--- src/design/wb_pkg.sv ---
`default_nettype none

package wb_pkg;

  localparam int WB_ADR_W = 4;
  localparam int WB_DAT_W = 32;

  // CTRL register fields
  localparam int CTRL_DIV_LSB      = 0;
  localparam int CTRL_PHASE_EN_BIT = 2;

  typedef struct packed {
    logic                cyc;
    logic                stb;
    logic                we;
    logic [WB_ADR_W-1:0] adr;
    logic [WB_DAT_W-1:0] dat;
  } wb_req_t;

  typedef struct packed {
    logic                ack;
    logic [WB_DAT_W-1:0] dat;
  } wb_rsp_t;

  // Register map
  typedef enum logic [WB_ADR_W-1:0] {
    REG_CTRL   = 4'd0,  // RW, div_sel and phase_en
    REG_STATUS = 4'd1,  // RO, locked / por_active / idelay_rdy
    REG_RELOCK = 4'd2   // RO, relock count
  } reg_addr_e;

endpackage

`default_nettype wire

--- src/design/clk_cfg_pkg.sv ---
`default_nettype none

package clk_cfg_pkg;

  // Phase period select, P = 4 << div_sel
  typedef enum logic [1:0] {
    DIV4  = 2'd0,
    DIV8  = 2'd1,
    DIV16 = 2'd2,
    DIV32 = 2'd3
  } div_sel_e;

  localparam int LOCK_CYCLES   = 32;  // Lock drop to lock rise
  localparam int POR_HOLD      = 16;  // POR held after lock rises
  localparam int IDELAY_CYCLES = 12;  // Calibration time

  localparam int LOCK_CNT_W = $clog2(LOCK_CYCLES + 1);
  localparam int SEQ_CNT_W  = $clog2((POR_HOLD > IDELAY_CYCLES) ? POR_HOLD : IDELAY_CYCLES);

  typedef logic [LOCK_CNT_W-1:0] lock_cnt_t;
  typedef logic [SEQ_CNT_W-1:0]  seq_cnt_t;

  typedef struct packed {
    logic       locked;
    logic       por_active;
    logic       idelay_rdy;
    logic [7:0] relock_cnt;
  } clk_status_t;

  // Period in sys_clk cycles
  function automatic logic [5:0] div_period(div_sel_e sel);
    case (sel)
      DIV4:    return 6'd4;
      DIV8:    return 6'd8;
      DIV16:   return 6'd16;
      default: return 6'd32;
    endcase
  endfunction

endpackage

`default_nettype wire
--- src/design/clk_infra_top.sv ---
`timescale 1ns/1ns
`default_nettype none

module clk_infra_top (
  input  logic            sys_clk,
  input  logic            arst_n,
  input  wb_pkg::wb_req_t wb_req,
  output wb_pkg::wb_rsp_t wb_rsp,
  input  logic            idelay_rst,
  output logic            op_power_on_rst,
  output logic            idelay_rdy,
  output logic            sys_clk_lock,
  output logic            ph0,
  output logic            ph90,
  output logic            ph180,
  output logic            ph270
);

  clk_cfg_pkg::div_sel_e    div_sel;
  clk_cfg_pkg::clk_status_t status;
  logic                     phase_en;
  logic [7:0]               relock_cnt;

  assign status = '{
    locked:     sys_clk_lock,
    por_active: op_power_on_rst,
    idelay_rdy: idelay_rdy,
    relock_cnt: relock_cnt
  };

  clk_infra_regs u_regs (
    .sys_clk  (sys_clk),
    .arst_n   (arst_n),
    .wb_req   (wb_req),
    .wb_rsp   (wb_rsp),
    .status   (status),
    .div_sel  (div_sel),
    .phase_en (phase_en)
  );

  // MMCM lock model
  lock_monitor u_lock (
    .sys_clk    (sys_clk),
    .arst_n     (arst_n),
    .div_sel    (div_sel),
    .locked     (sys_clk_lock),
    .relock_cnt (relock_cnt)
  );

  rst_sequencer u_seq (
    .sys_clk    (sys_clk),
    .arst_n     (arst_n),
    .locked     (sys_clk_lock),
    .idelay_rst (idelay_rst),
    .por_active (op_power_on_rst),
    .idelay_rdy (idelay_rdy)
  );

  clk_phase_gen u_phase (
    .sys_clk    (sys_clk),
    .arst_n     (arst_n),
    .div_sel    (div_sel),
    .phase_en   (phase_en),
    .por_active (op_power_on_rst),
    .ph0        (ph0),
    .ph90       (ph90),
    .ph180      (ph180),
    .ph270      (ph270)
  );

endmodule

`default_nettype wire

--- src/design/clk_phase_gen.sv ---
`timescale 1ns/1ns
`default_nettype none

module clk_phase_gen (
  input  logic                  sys_clk,
  input  logic                  arst_n,
  input  clk_cfg_pkg::div_sel_e div_sel,
  input  logic                  phase_en,
  input  logic                  por_active,
  output logic                  ph0,
  output logic                  ph90,
  output logic                  ph180,
  output logic                  ph270
);

  logic [5:0] period;
  logic [4:0] last_cnt;
  logic [4:0] q1;
  logic [4:0] q2;
  logic [4:0] q3;
  logic [4:0] cnt;
  logic [3:0] hit_q;  // {270, 180, 90, 0}
  logic       run;

  assign period   = clk_cfg_pkg::div_period(div_sel);
  assign last_cnt = 5'(period - 6'd1);
  assign q1       = {1'b0, period[5:2]};  // P/4
  assign q2       = period[5:1];          // P/2
  assign q3       = q1 + q2;              // 3P/4
  assign run      = phase_en & ~por_active;

  always_ff @(posedge sys_clk or negedge arst_n) begin
    if (!arst_n) begin
      cnt   <= '0;
      hit_q <= '0;
    end else begin
      if (por_active || cnt >= last_cnt) begin
        cnt <= '0;  // Restart after POR, wrap at P-1
      end else begin
        cnt <= cnt + 5'd1;
      end
      if (por_active) begin
        hit_q <= '0;
      end else begin
        hit_q <= {cnt == q3, cnt == q2, cnt == q1, cnt == 5'd0};
      end
    end
  end

  assign ph0   = hit_q[0] & run;
  assign ph90  = hit_q[1] & run;
  assign ph180 = hit_q[2] & run;
  assign ph270 = hit_q[3] & run;

  a_phase_onehot: assert property (
    @(posedge sys_clk) disable iff (!arst_n)
    $onehot0({ph0, ph90, ph180, ph270})
  );

endmodule

`default_nettype wire

--- src/design/rst_sequencer.sv ---
`timescale 1ns/1ns
`default_nettype none

module rst_sequencer (
  input  logic sys_clk,
  input  logic arst_n,
  input  logic locked,
  input  logic idelay_rst,
  output logic por_active,
  output logic idelay_rdy
);

  typedef enum logic [1:0] {
    WAIT_LOCK,
    POR_HOLD_ST,
    CALIB,
    READY
  } seq_state_e;

  seq_state_e            state;
  clk_cfg_pkg::seq_cnt_t cnt;  // Shared by POR hold and calibration

  always_ff @(posedge sys_clk or negedge arst_n) begin
    if (!arst_n) begin
      state <= WAIT_LOCK;
      cnt   <= '0;
    end else if (!locked) begin
      state <= WAIT_LOCK;
    end else begin
      case (state)
        WAIT_LOCK: begin
          // One hold cycle spent here and one on exit
          state <= POR_HOLD_ST;
          cnt   <= clk_cfg_pkg::seq_cnt_t'(clk_cfg_pkg::POR_HOLD - 2);
        end
        POR_HOLD_ST: begin
          if (cnt == '0) begin
            state <= CALIB;
            cnt   <= clk_cfg_pkg::seq_cnt_t'(clk_cfg_pkg::IDELAY_CYCLES - 1);
          end else begin
            cnt <= cnt - 1'b1;
          end
        end
        CALIB: begin
          if (idelay_rst) begin
            cnt <= clk_cfg_pkg::seq_cnt_t'(clk_cfg_pkg::IDELAY_CYCLES - 1);
          end else if (cnt == '0) begin
            state <= READY;
          end else begin
            cnt <= cnt - 1'b1;
          end
        end
        READY: begin
          if (idelay_rst) begin
            state <= CALIB;  // Recalibrate
            cnt   <= clk_cfg_pkg::seq_cnt_t'(clk_cfg_pkg::IDELAY_CYCLES - 1);
          end
        end
        default: state <= WAIT_LOCK;
      endcase
    end
  end

  // Lock loss asserts POR in the same cycle
  assign por_active = (state == WAIT_LOCK) || (state == POR_HOLD_ST) || !locked;
  assign idelay_rdy = (state == READY) && locked && !idelay_rst;

  // Ready only after a full calibration time clear of POR and idelay_rst
  a_rdy_after_por: assert property (
    @(posedge sys_clk) disable iff (!arst_n)
    $rose(idelay_rdy) |-> $past(!por_active && !idelay_rst, clk_cfg_pkg::IDELAY_CYCLES)
  );

endmodule

`default_nettype wire

--- src/design/lock_monitor.sv ---
`timescale 1ns/1ns
`default_nettype none

module lock_monitor (
  input  logic                  sys_clk,
  input  logic                  arst_n,
  input  clk_cfg_pkg::div_sel_e div_sel,
  output logic                  locked,
  output logic [7:0]            relock_cnt
);

  clk_cfg_pkg::div_sel_e  last_div;
  clk_cfg_pkg::lock_cnt_t settle_cnt;
  logic                   reconfig;

  assign reconfig = (div_sel != last_div);

  // Behavioral stand-in for the MMCM LOCKED output
  always_ff @(posedge sys_clk or negedge arst_n) begin
    if (!arst_n) begin
      last_div   <= clk_cfg_pkg::DIV8;
      settle_cnt <= clk_cfg_pkg::lock_cnt_t'(clk_cfg_pkg::LOCK_CYCLES);
      locked     <= 1'b0;
      relock_cnt <= '0;
    end else begin
      last_div <= div_sel;
      if (reconfig) begin
        locked     <= 1'b0;  // Reprogramming loses lock
        settle_cnt <= clk_cfg_pkg::lock_cnt_t'(clk_cfg_pkg::LOCK_CYCLES);
      end else if (settle_cnt != '0) begin
        settle_cnt <= settle_cnt - 1'b1;
        if (settle_cnt == clk_cfg_pkg::lock_cnt_t'(1)) begin
          locked     <= 1'b1;
          relock_cnt <= relock_cnt + 8'd1;
        end
      end
    end
  end

  a_lock_settled: assert property (
    @(posedge sys_clk) disable iff (!arst_n)
    $rose(locked) |-> (settle_cnt == '0)
  );

endmodule

`default_nettype wire

--- src/design/clk_infra_regs.sv ---
`timescale 1ns/1ns
`default_nettype none

module clk_infra_regs (
  input  logic                   sys_clk,
  input  logic                   arst_n,
  input  wb_pkg::wb_req_t        wb_req,
  output wb_pkg::wb_rsp_t        wb_rsp,
  input  clk_cfg_pkg::clk_status_t status,
  output clk_cfg_pkg::div_sel_e  div_sel,
  output logic                   phase_en
);

  logic                        ack_q;
  logic                        served_q;  // Set once this strobe has been acked
  logic                        req_valid;
  logic                        fire;
  logic [wb_pkg::WB_DAT_W-1:0] rd_mux;
  logic [wb_pkg::WB_DAT_W-1:0] rdat_q;
  wb_pkg::reg_addr_e           addr;

  assign req_valid = wb_req.cyc & wb_req.stb;
  assign fire      = req_valid & ~ack_q & ~served_q;
  assign addr      = wb_pkg::reg_addr_e'(wb_req.adr);

  // Read data select
  always_comb begin
    rd_mux = '0;
    case (addr)
      wb_pkg::REG_CTRL: begin
        rd_mux[wb_pkg::CTRL_DIV_LSB +: 2]     = div_sel;
        rd_mux[wb_pkg::CTRL_PHASE_EN_BIT]     = phase_en;
      end
      wb_pkg::REG_STATUS: begin
        rd_mux[0] = status.locked;
        rd_mux[1] = status.por_active;
        rd_mux[2] = status.idelay_rdy;
      end
      wb_pkg::REG_RELOCK: rd_mux[7:0] = status.relock_cnt;
      default:            rd_mux = '0;  // Unused addresses read zero
    endcase
  end

  // One wait state, single ack per strobe
  always_ff @(posedge sys_clk or negedge arst_n) begin
    if (!arst_n) begin
      ack_q    <= 1'b0;
      served_q <= 1'b0;
    end else begin
      ack_q <= fire;
      if (!req_valid) begin
        served_q <= 1'b0;
      end else if (ack_q) begin
        served_q <= 1'b1;
      end
    end
  end

  always_ff @(posedge sys_clk) begin
    if (fire) begin
      rdat_q <= rd_mux;
    end
  end

  // CTRL is the only writable register
  always_ff @(posedge sys_clk or negedge arst_n) begin
    if (!arst_n) begin
      div_sel  <= clk_cfg_pkg::DIV8;
      phase_en <= 1'b1;
    end else if (fire && wb_req.we && addr == wb_pkg::REG_CTRL) begin
      div_sel  <= clk_cfg_pkg::div_sel_e'(wb_req.dat[wb_pkg::CTRL_DIV_LSB +: 2]);
      phase_en <= wb_req.dat[wb_pkg::CTRL_PHASE_EN_BIT];
    end
  end

  assign wb_rsp = '{ack: ack_q, dat: rdat_q};

  // Ack is a single-cycle pulse
  a_ack_single: assert property (
    @(posedge sys_clk) disable iff (!arst_n)
    wb_rsp.ack |=> !wb_rsp.ack
  );

endmodule

`default_nettype wire

--- config.mk ---
export PLATFORM = sky130hd
export DESIGN_NAME = clk_infra_top
export DESIGN_NICKNAME = d
export VERILOG_FILES = /design/src/design/wb_pkg.sv /design/src/design/clk_cfg_pkg.sv /design/src/design/clk_infra_top.sv /design/src/design/clk_phase_gen.sv /design/src/design/rst_sequencer.sv /design/src/design/lock_monitor.sv /design/src/design/clk_infra_regs.sv
export SDC_FILE = /design/constraint.sdc
export NUM_CORES = 1
export LEC_CHECK = 0
export BUFFER_PORTS_ARGS = -buffer_cell sky130_fd_sc_hd__buf_2
export CAP_MARGIN = 10
export CORE_ASPECT_RATIO = 0.8
export CORE_MARGIN = 1
export CORE_UTILIZATION = 50
export DETAILED_ROUTE_END_ITERATION = 8
export PLACE_DENSITY = 0.81
export RECOVER_POWER = 25
export REMOVE_ABC_BUFFERS = 1
export SYNTH_ARGS = -nofsm -noshare
export SYNTH_HDL_FRONTEND = slang
export SYNTH_SLANG_ARGS = --single-unit
--- constraint.sdc ---
create_clock -name sys_clk -period 2.34 [get_ports sys_clk]
set_input_delay 0.117 -clock sys_clk [delete_from_list [all_inputs] [get_ports sys_clk]]
set_output_delay 0.117 -clock sys_clk [all_outputs]
set_load 0.02 [all_outputs]
======== Yosys cells after proc, flatten, opt, wreduce, memory -nomap -nowiden ========
Index checks and enable logic that the tools add are counted.
W data, S select, Z words.
word-level totals
  word-level logic and storage cells ...... 95
  input port bits ......................... 42
  flip-flop bits (word level) ............. 45
  output and inout bits ................... 40
operators by class
  multiplexer cells ....................... 22
  reductions and logical operators ........ 21
  eq/ne operators ......................... 19
  $lt $le $gt $ge ......................... 1
  add/subtract/negate cells ............... 6
  bitwise operators ....................... 12
operators by type and width
  operator               count
  $mux W4                5
  $pmux W6 S3            1
  $pmux W4 S4            1
  $mux W6                2
  $eq A5 B5 Y1           2
  $mux W2                5
  $ne A3 B3 Y1 const B   3
  $pmux W3 S3            1
  $add A8 B1 Y8 const B  1
  $and A1 B1 Y1          8
  $logic_not A4 Y1       2
  $pmux W2 S4            1
  $eq A2 B2 Y1 const B   3
  $eq A6 B1 Y1 const B   1
  $ne A3 B2 Y1 const B   2
  $reduce_and A3 Y1      2
  $reduce_bool A6 Y1     1
  $sub A6 B1 Y6 const B  1
  $add A4 B5 Y5          1
  $add A5 B1 Y5 const B  1
  $eq A5 B4 Y1           1
  $ge A5 B5 Y1           1
  $logic_not A5 Y1       1
  $mux W1                5
  17 further kinds       29

======== Depth between registers and ports, before layout ========
  word-level depth ........................ 6
  mapped depth ............................ 7
  mapped depth without buffers ............ 7

======== Cells and area by module ========
From an unflattened synthesis, not the netlist that was laid out.
second synthesis, totals
  cells, all modules ...................... 260
  area, all modules ....................... 2,763.9 µm²
by module, submodules not included
  module          instances  area each (µm²)  cells each  sequential area each (µm²)
  lock_monitor    1          837.1            72          427.9
  clk_infra_regs  1          787.0            65          367.9
  clk_phase_gen   1          718.2            73          225.2
  rst_sequencer   1          421.7            50          150.1

======== Worst setup path after synthesis ========
Ideal clock, no wire load.
  path kind ............................... reg-to-reg
  from .................................... register u_regs.div_sel[0]
  to ...................................... register u_phase.cnt[2]
  data arrival time ....................... 1,885 ps
  buffers on the path ..................... 0
  stages on the path, launching flop included .. 8
  setup slack ............................. 318 ps
  period minus slack after synthesis ...... 2,022 ps
  setup time .............................. 137 ps
  required time ........................... 2,203 ps
  cell sequence ........................... dfstp_2 inv_1 ha_1 ha_1 ha_1 nand2_1 o21ai_0 nor2_1
on the way
  word-level cells in the longest chain between the ends .. 6
  elaborated cells between the ends (all ways) .. 8
  classes of those cells .................. add/sub (1); order compare (1); eq/ne (2); mux (2); reduce/logical (2)
RTL lines
  item                                        RTL line              source
  from (decl)                                 clk_infra_regs.sv:10  output clk_cfg_pkg::div_sel_e div_sel,
  from (signal assigned)                      clk_infra_regs.sv:68  div_sel <= clk_cfg_pkg::DIV8;
  from (signal assigned)                      clk_infra_regs.sv:71  div_sel <= clk_cfg_pkg::div_sel_e'(wb_req.dat[wb_pkg::CTRL_DIV_LSB +: 2]);
  $eq A2 B2 Y1, or another cell as far along  clk_cfg_pkg.sv:32     case (sel)
  $pmux W6 S3 (*)                             clk_cfg_pkg.sv:32
  $sub A5 B1 Y5 (*)                           clk_phase_gen.sv:26   assign last_cnt = 5'(period - 6'd1);
  $ge A5 B5 Y1 (*)                            clk_phase_gen.sv:37   if (por_active || cnt >= last_cnt) begin
  $logic_or A1 B1 Y1 (*)                      clk_phase_gen.sv:37
  $mux W5 (*)                                 clk_phase_gen.sv:37
  to (signal assigned)                        clk_phase_gen.sv:40   cnt <= cnt + 5'd1;
  to (decl)                                   clk_phase_gen.sv:21   logic [4:0] cnt;
Mark *: on every way between the ends. The rest lies on a longest branch, timed or not.
A chain may end at the register's enable or synchronous reset.

======== Worst setup path after layout ========
  from .................................... register u_lock.settle_cnt[0]
  to ...................................... register u_lock.relock_cnt[1]
on the way
  word-level cells in the longest chain between the ends .. 2
  elaborated cells between the ends (all ways) .. 3
  classes of those cells .................. eq/ne (1); reduce/logical (2)
RTL lines
  item                                                RTL line                                source
  from (decl)                                         lock_monitor.sv:13                      clk_cfg_pkg::lock_cnt_t settle_cnt;
  from (signal assigned)                              lock_monitor.sv:22                      settle_cnt <= clk_cfg_pkg::lock_cnt_t'(clk_cfg_pkg::LOCK_CYCLES);
  from (signal assigned)                              lock_monitor.sv:29                      settle_cnt <= clk_cfg_pkg::lock_cnt_t'(clk_cfg_pkg::LOCK_CYCLES);
  from (signal assigned)                              lock_monitor.sv:31                      settle_cnt <= settle_cnt - 1'b1;
  $eq A6 B1 Y1 or $reduce_bool A6 Y1 (tied branches)  lock_monitor.sv:32, lock_monitor.sv:30
  $reduce_and A3 Y1 (no line) (*)                     -
  to (signal assigned)                                lock_monitor.sv:34                      relock_cnt <= relock_cnt + 8'd1;
  to (decl)                                           lock_monitor.sv:9                       output logic [7:0] relock_cnt
Marked as above.

==> impl_metrics.yaml <==
outcome:
  status: "complete, no violations"
logic_synthesis:
  seq_area_frac_synth_pct: 44.6
  async_flop_share_pct: 82.2
  syn_area_per_cell_um2: 10.3
  synthCells: 256
  synthFlopType: "dfrtp_1"
  ys_ff_latch: 45
  synthesis.area_um2: 2630
  synthDistinctLibCells: 43
  yosysWarnings: 0
  synth_edf_count: 8
clocking:
  cts_root_buffer: "clkbuf_8"
  cts-htree-levels: 2
  path_clk_slew_ps: 90
  numCtsBuffers: 5
  cts-resized-gates: 0
  cts_hold_buffers: 1
  post_cts_buffers: 0
  clkLatencyLatePin_ps: 310
  clk_path_buf_depth: 2
  clock_sinks: 45
  cts_tree: "built"
place:
  portBuffers: 28
  dpl.hpwl_mm: 3.26
  gp_congestion: 0.837
  dp_slack_ps: 195
power_and_ir_drop:
  ir_drop_v: 0.000430
  switching_share_pct: 32.1
  power_frac_comb_pct: 24.5
  intPower_uw: 1500
  seqPwrFrac_pct: 47.5
  power_uw: 2220
  clkPwrFrac_pct: 28.0
  p_leak_uw: 0.00133
  power.density_nw_per_um2: 772
  switching_power_uw: 712
global_routing:
  grt-ovfl-total: 0
  antenna_found_initial: 0
  grt_start_max_net_pins: 38
  grt_pass1_wl_mm: 7.58
  grt_pass1_vias: 1678
  grtUsageTotal_pct: 17.6
timing:
  relSlewSlack_pct: 39.9
  skew_ps: 6.98
  layout_setup_ws_ps: 201
  maxSlewViolCount: 0
  setup_viol: 0
  fmax_mhz: 467
  setup_tns_ps: 0
  min_period_ps: 2140
  tightest_slew_ps: 901
  finalHoldViolations: 0
  rsz0062_at_grt: "false"
  period_share_pct: 91.4
critical_path:
  start_kind: "flip-flop"
  arrival_ps: 2340
  worstSetupPathType: "reg -> reg"
  critPathMaxFanout: 8
  startpoint: "u_lock.settle_cnt[0]"
  cp_data_required_time_ps: 2540
  worst_setup_path_end_kind: "flip-flop"
  r2r-start: "u_lock.settle_cnt[0]"
route:
  vias: 1788
  wire_per_inst_um: 12.5
  wl_mm: 4.40
  drcViolationCount: 0
  first_iter_violations: 67
  ant_nets: 0
  first_pass_iters: 4
  viasPerCell: 5.08
die:
  die_h_um: 66.8
  die_w_um: 83.0
  dieArea_um2: 5550
  ios: 82
  num_rows: 23
  core_um2: 5040
  initial_core_util_pct: 52.1
hold_path:
  hold_class: "in -> reg"
  hold_start: "wb_req[37]"
layout:
  final_util_pct: 57.0
  drive_above_1_share_pct: 14.1
  area_growth_pct: 9.29
  antenna_cells: 0
  nets: 348
flow_run:
  maxCapViolations: 0
==> placed cells by master (no fill, tap or decap), types with 2 or more instances in the layout <==
master     synthesis  final
nor2_1            21     21
nor4_1             3      3
edfxtp_1           8      8
o21a_1             2      2
xor2_1            10     10
a211oi_1           3      3
nand3_1            8      8
o21ai_0            4      4
nand2b_1           3      3
inv_1             13     13
nand2_1           10     10
dfrtp_1           33     33
clkbuf_8           0      6
clkbuf_1           5     11
buf_4             25      4
dfstp_2            4      3
nor3_1             8      8
nor2b_1            4      4
a21oi_1            6      6
and3_1             6      6
ha_1              17     17
xnor2_1           19     19
and2_0             1      6
a2bb2oi_1          2      2
a2111oi_0          2      2
and2_1             8      3
buf_2              2     18
conb_1             1     24
nor3b_1            2      2
nand4_1            6      6
mux2i_1            2      2
mux2_2             4      4
o22ai_1            3      3
==> flip-flops by register name, indices dropped and copies added (netlist names), 2 cells and up <==
name               count
u_seq.state            2
u_lock.last_div        2
u_regs.div_sel         2
u_lock.relock_cnt      8
u_regs.rdat_q          8
u_phase.cnt            5
u_seq.cnt              4
u_phase.hit_q          4
u_lock.settle_cnt      6
==> logic make-up after synthesis <==
group	Yosys count	share of synthesized area, %
other	1	0.143
buffers and inverters	45	10.1
flip-flops	45	44.6
XOR/XNOR	29	9.67
multiplexers	6	2.48
adder cells (fa/ha/maj)	17	8.10
AO/OA/AOI/OAI	28	7.24
AND/OR/NAND/NOR	85	17.7
==> metal layers <==
| metal | global-route usage, % | up-vias | routed length, um |
|---|---|---|---|
| met2 | 28.3 | 63 | 1970 |
| met5 | 0 | - | 0 |
| met4 | 6.47 | 0 | 67 |
| met1 | 23.5 | 831 | 2150 |
| met3 | 4.09 | 7 | 215 |
| li1 | - | 887 | - |
==> area by class of cell <==
cell class	instances	area [um2]
clock buffer	6	82.6
clock inverter	2	37.5
fill	435	2170
inverter	13	48.8
multi-input combinational	189	1280
sequential	45	1170
tap	62	77.6
timing repair buffer	35	176
==> cells in the mapped netlist (all sizes together), types with 2 or more instances <==
cell type	number	share of area, %
a2111oi	2	0.67
a211oi	3	0.86
a21oi	6	1.1
a2bb2oi	2	0.67
and2	9	2.1
and3	6	1.4
buf	27	7.5
clkbuf	5	0.71
dfrtp	33	31
dfstp	4	4.0
edfxtp	8	9.1
ha	17	8.1
inv	13	1.9
mux2	4	1.7
mux2i	2	0.76
nand2	10	1.4
nand2b	3	0.71
nand3	8	1.5
nand4	6	1.4
nor2	21	3.0
nor2b	4	0.95
nor3	8	1.5
nor3b	2	0.57
nor4	4	1.5
o21a	2	0.57
o21ai	4	0.76
o22ai	3	0.71
xnor2	19	6.3
xor2	10	3.3
==> power by group through the flow <==
stage / clock [uW] / combinational (uW) / sequential [uW]
floorplan: 0 / 423 / 1050
global placement: 0 / 533 / 1060
detailed placement: 0 / 556 / 1060
CTS: 642 / 554 / 1050
global route: 660 / 627 / 1070
finish: 620 / 543 / 1050
==> worst paths after layout <==
| path | endpoint | slack, ps | cells past startpoint |
|---|---|---|---|
| max | u_lock.relock_cnt[1] | 200 | 5 |
| min | u_regs.served_q | 40 | 3 |
| max reg2reg | u_lock.relock_cnt[1] | 200 | 5 |
| min reg2reg | u_lock.relock_cnt[6] | 490 | 1 |
| max in group asynchronous | u_lock.settle_cnt[1] | 1310 | 2 |
| min in group asynchronous | u_phase.cnt[4] | 470 | 2 |
==> through the flow <==
| step | area [um2] | hold slack [ps] | cells |
|---|---|---|---|
| 2_1_floorplan | 2500 | -179 | 247 |
| 3_3_place_gp | 2760 | 253 | 343 |
| 3_5_place_dp | 2760 | 260 | 343 |
| 4_1_cts | 2890 | 40.4 | 352 |
| 5_1_grt | 2870 | 52.2 | 352 |
| 6_report | 2870 | 43.6 | 352 |
==> critical path: stages, from the launching register on <==
cell and delay (ps):
dfrtp_1 430, inv_1 80, ha_1 220, or4b_4 560
nor4_4 360, mux2_2 380
(Power assumes the default switching activity.)
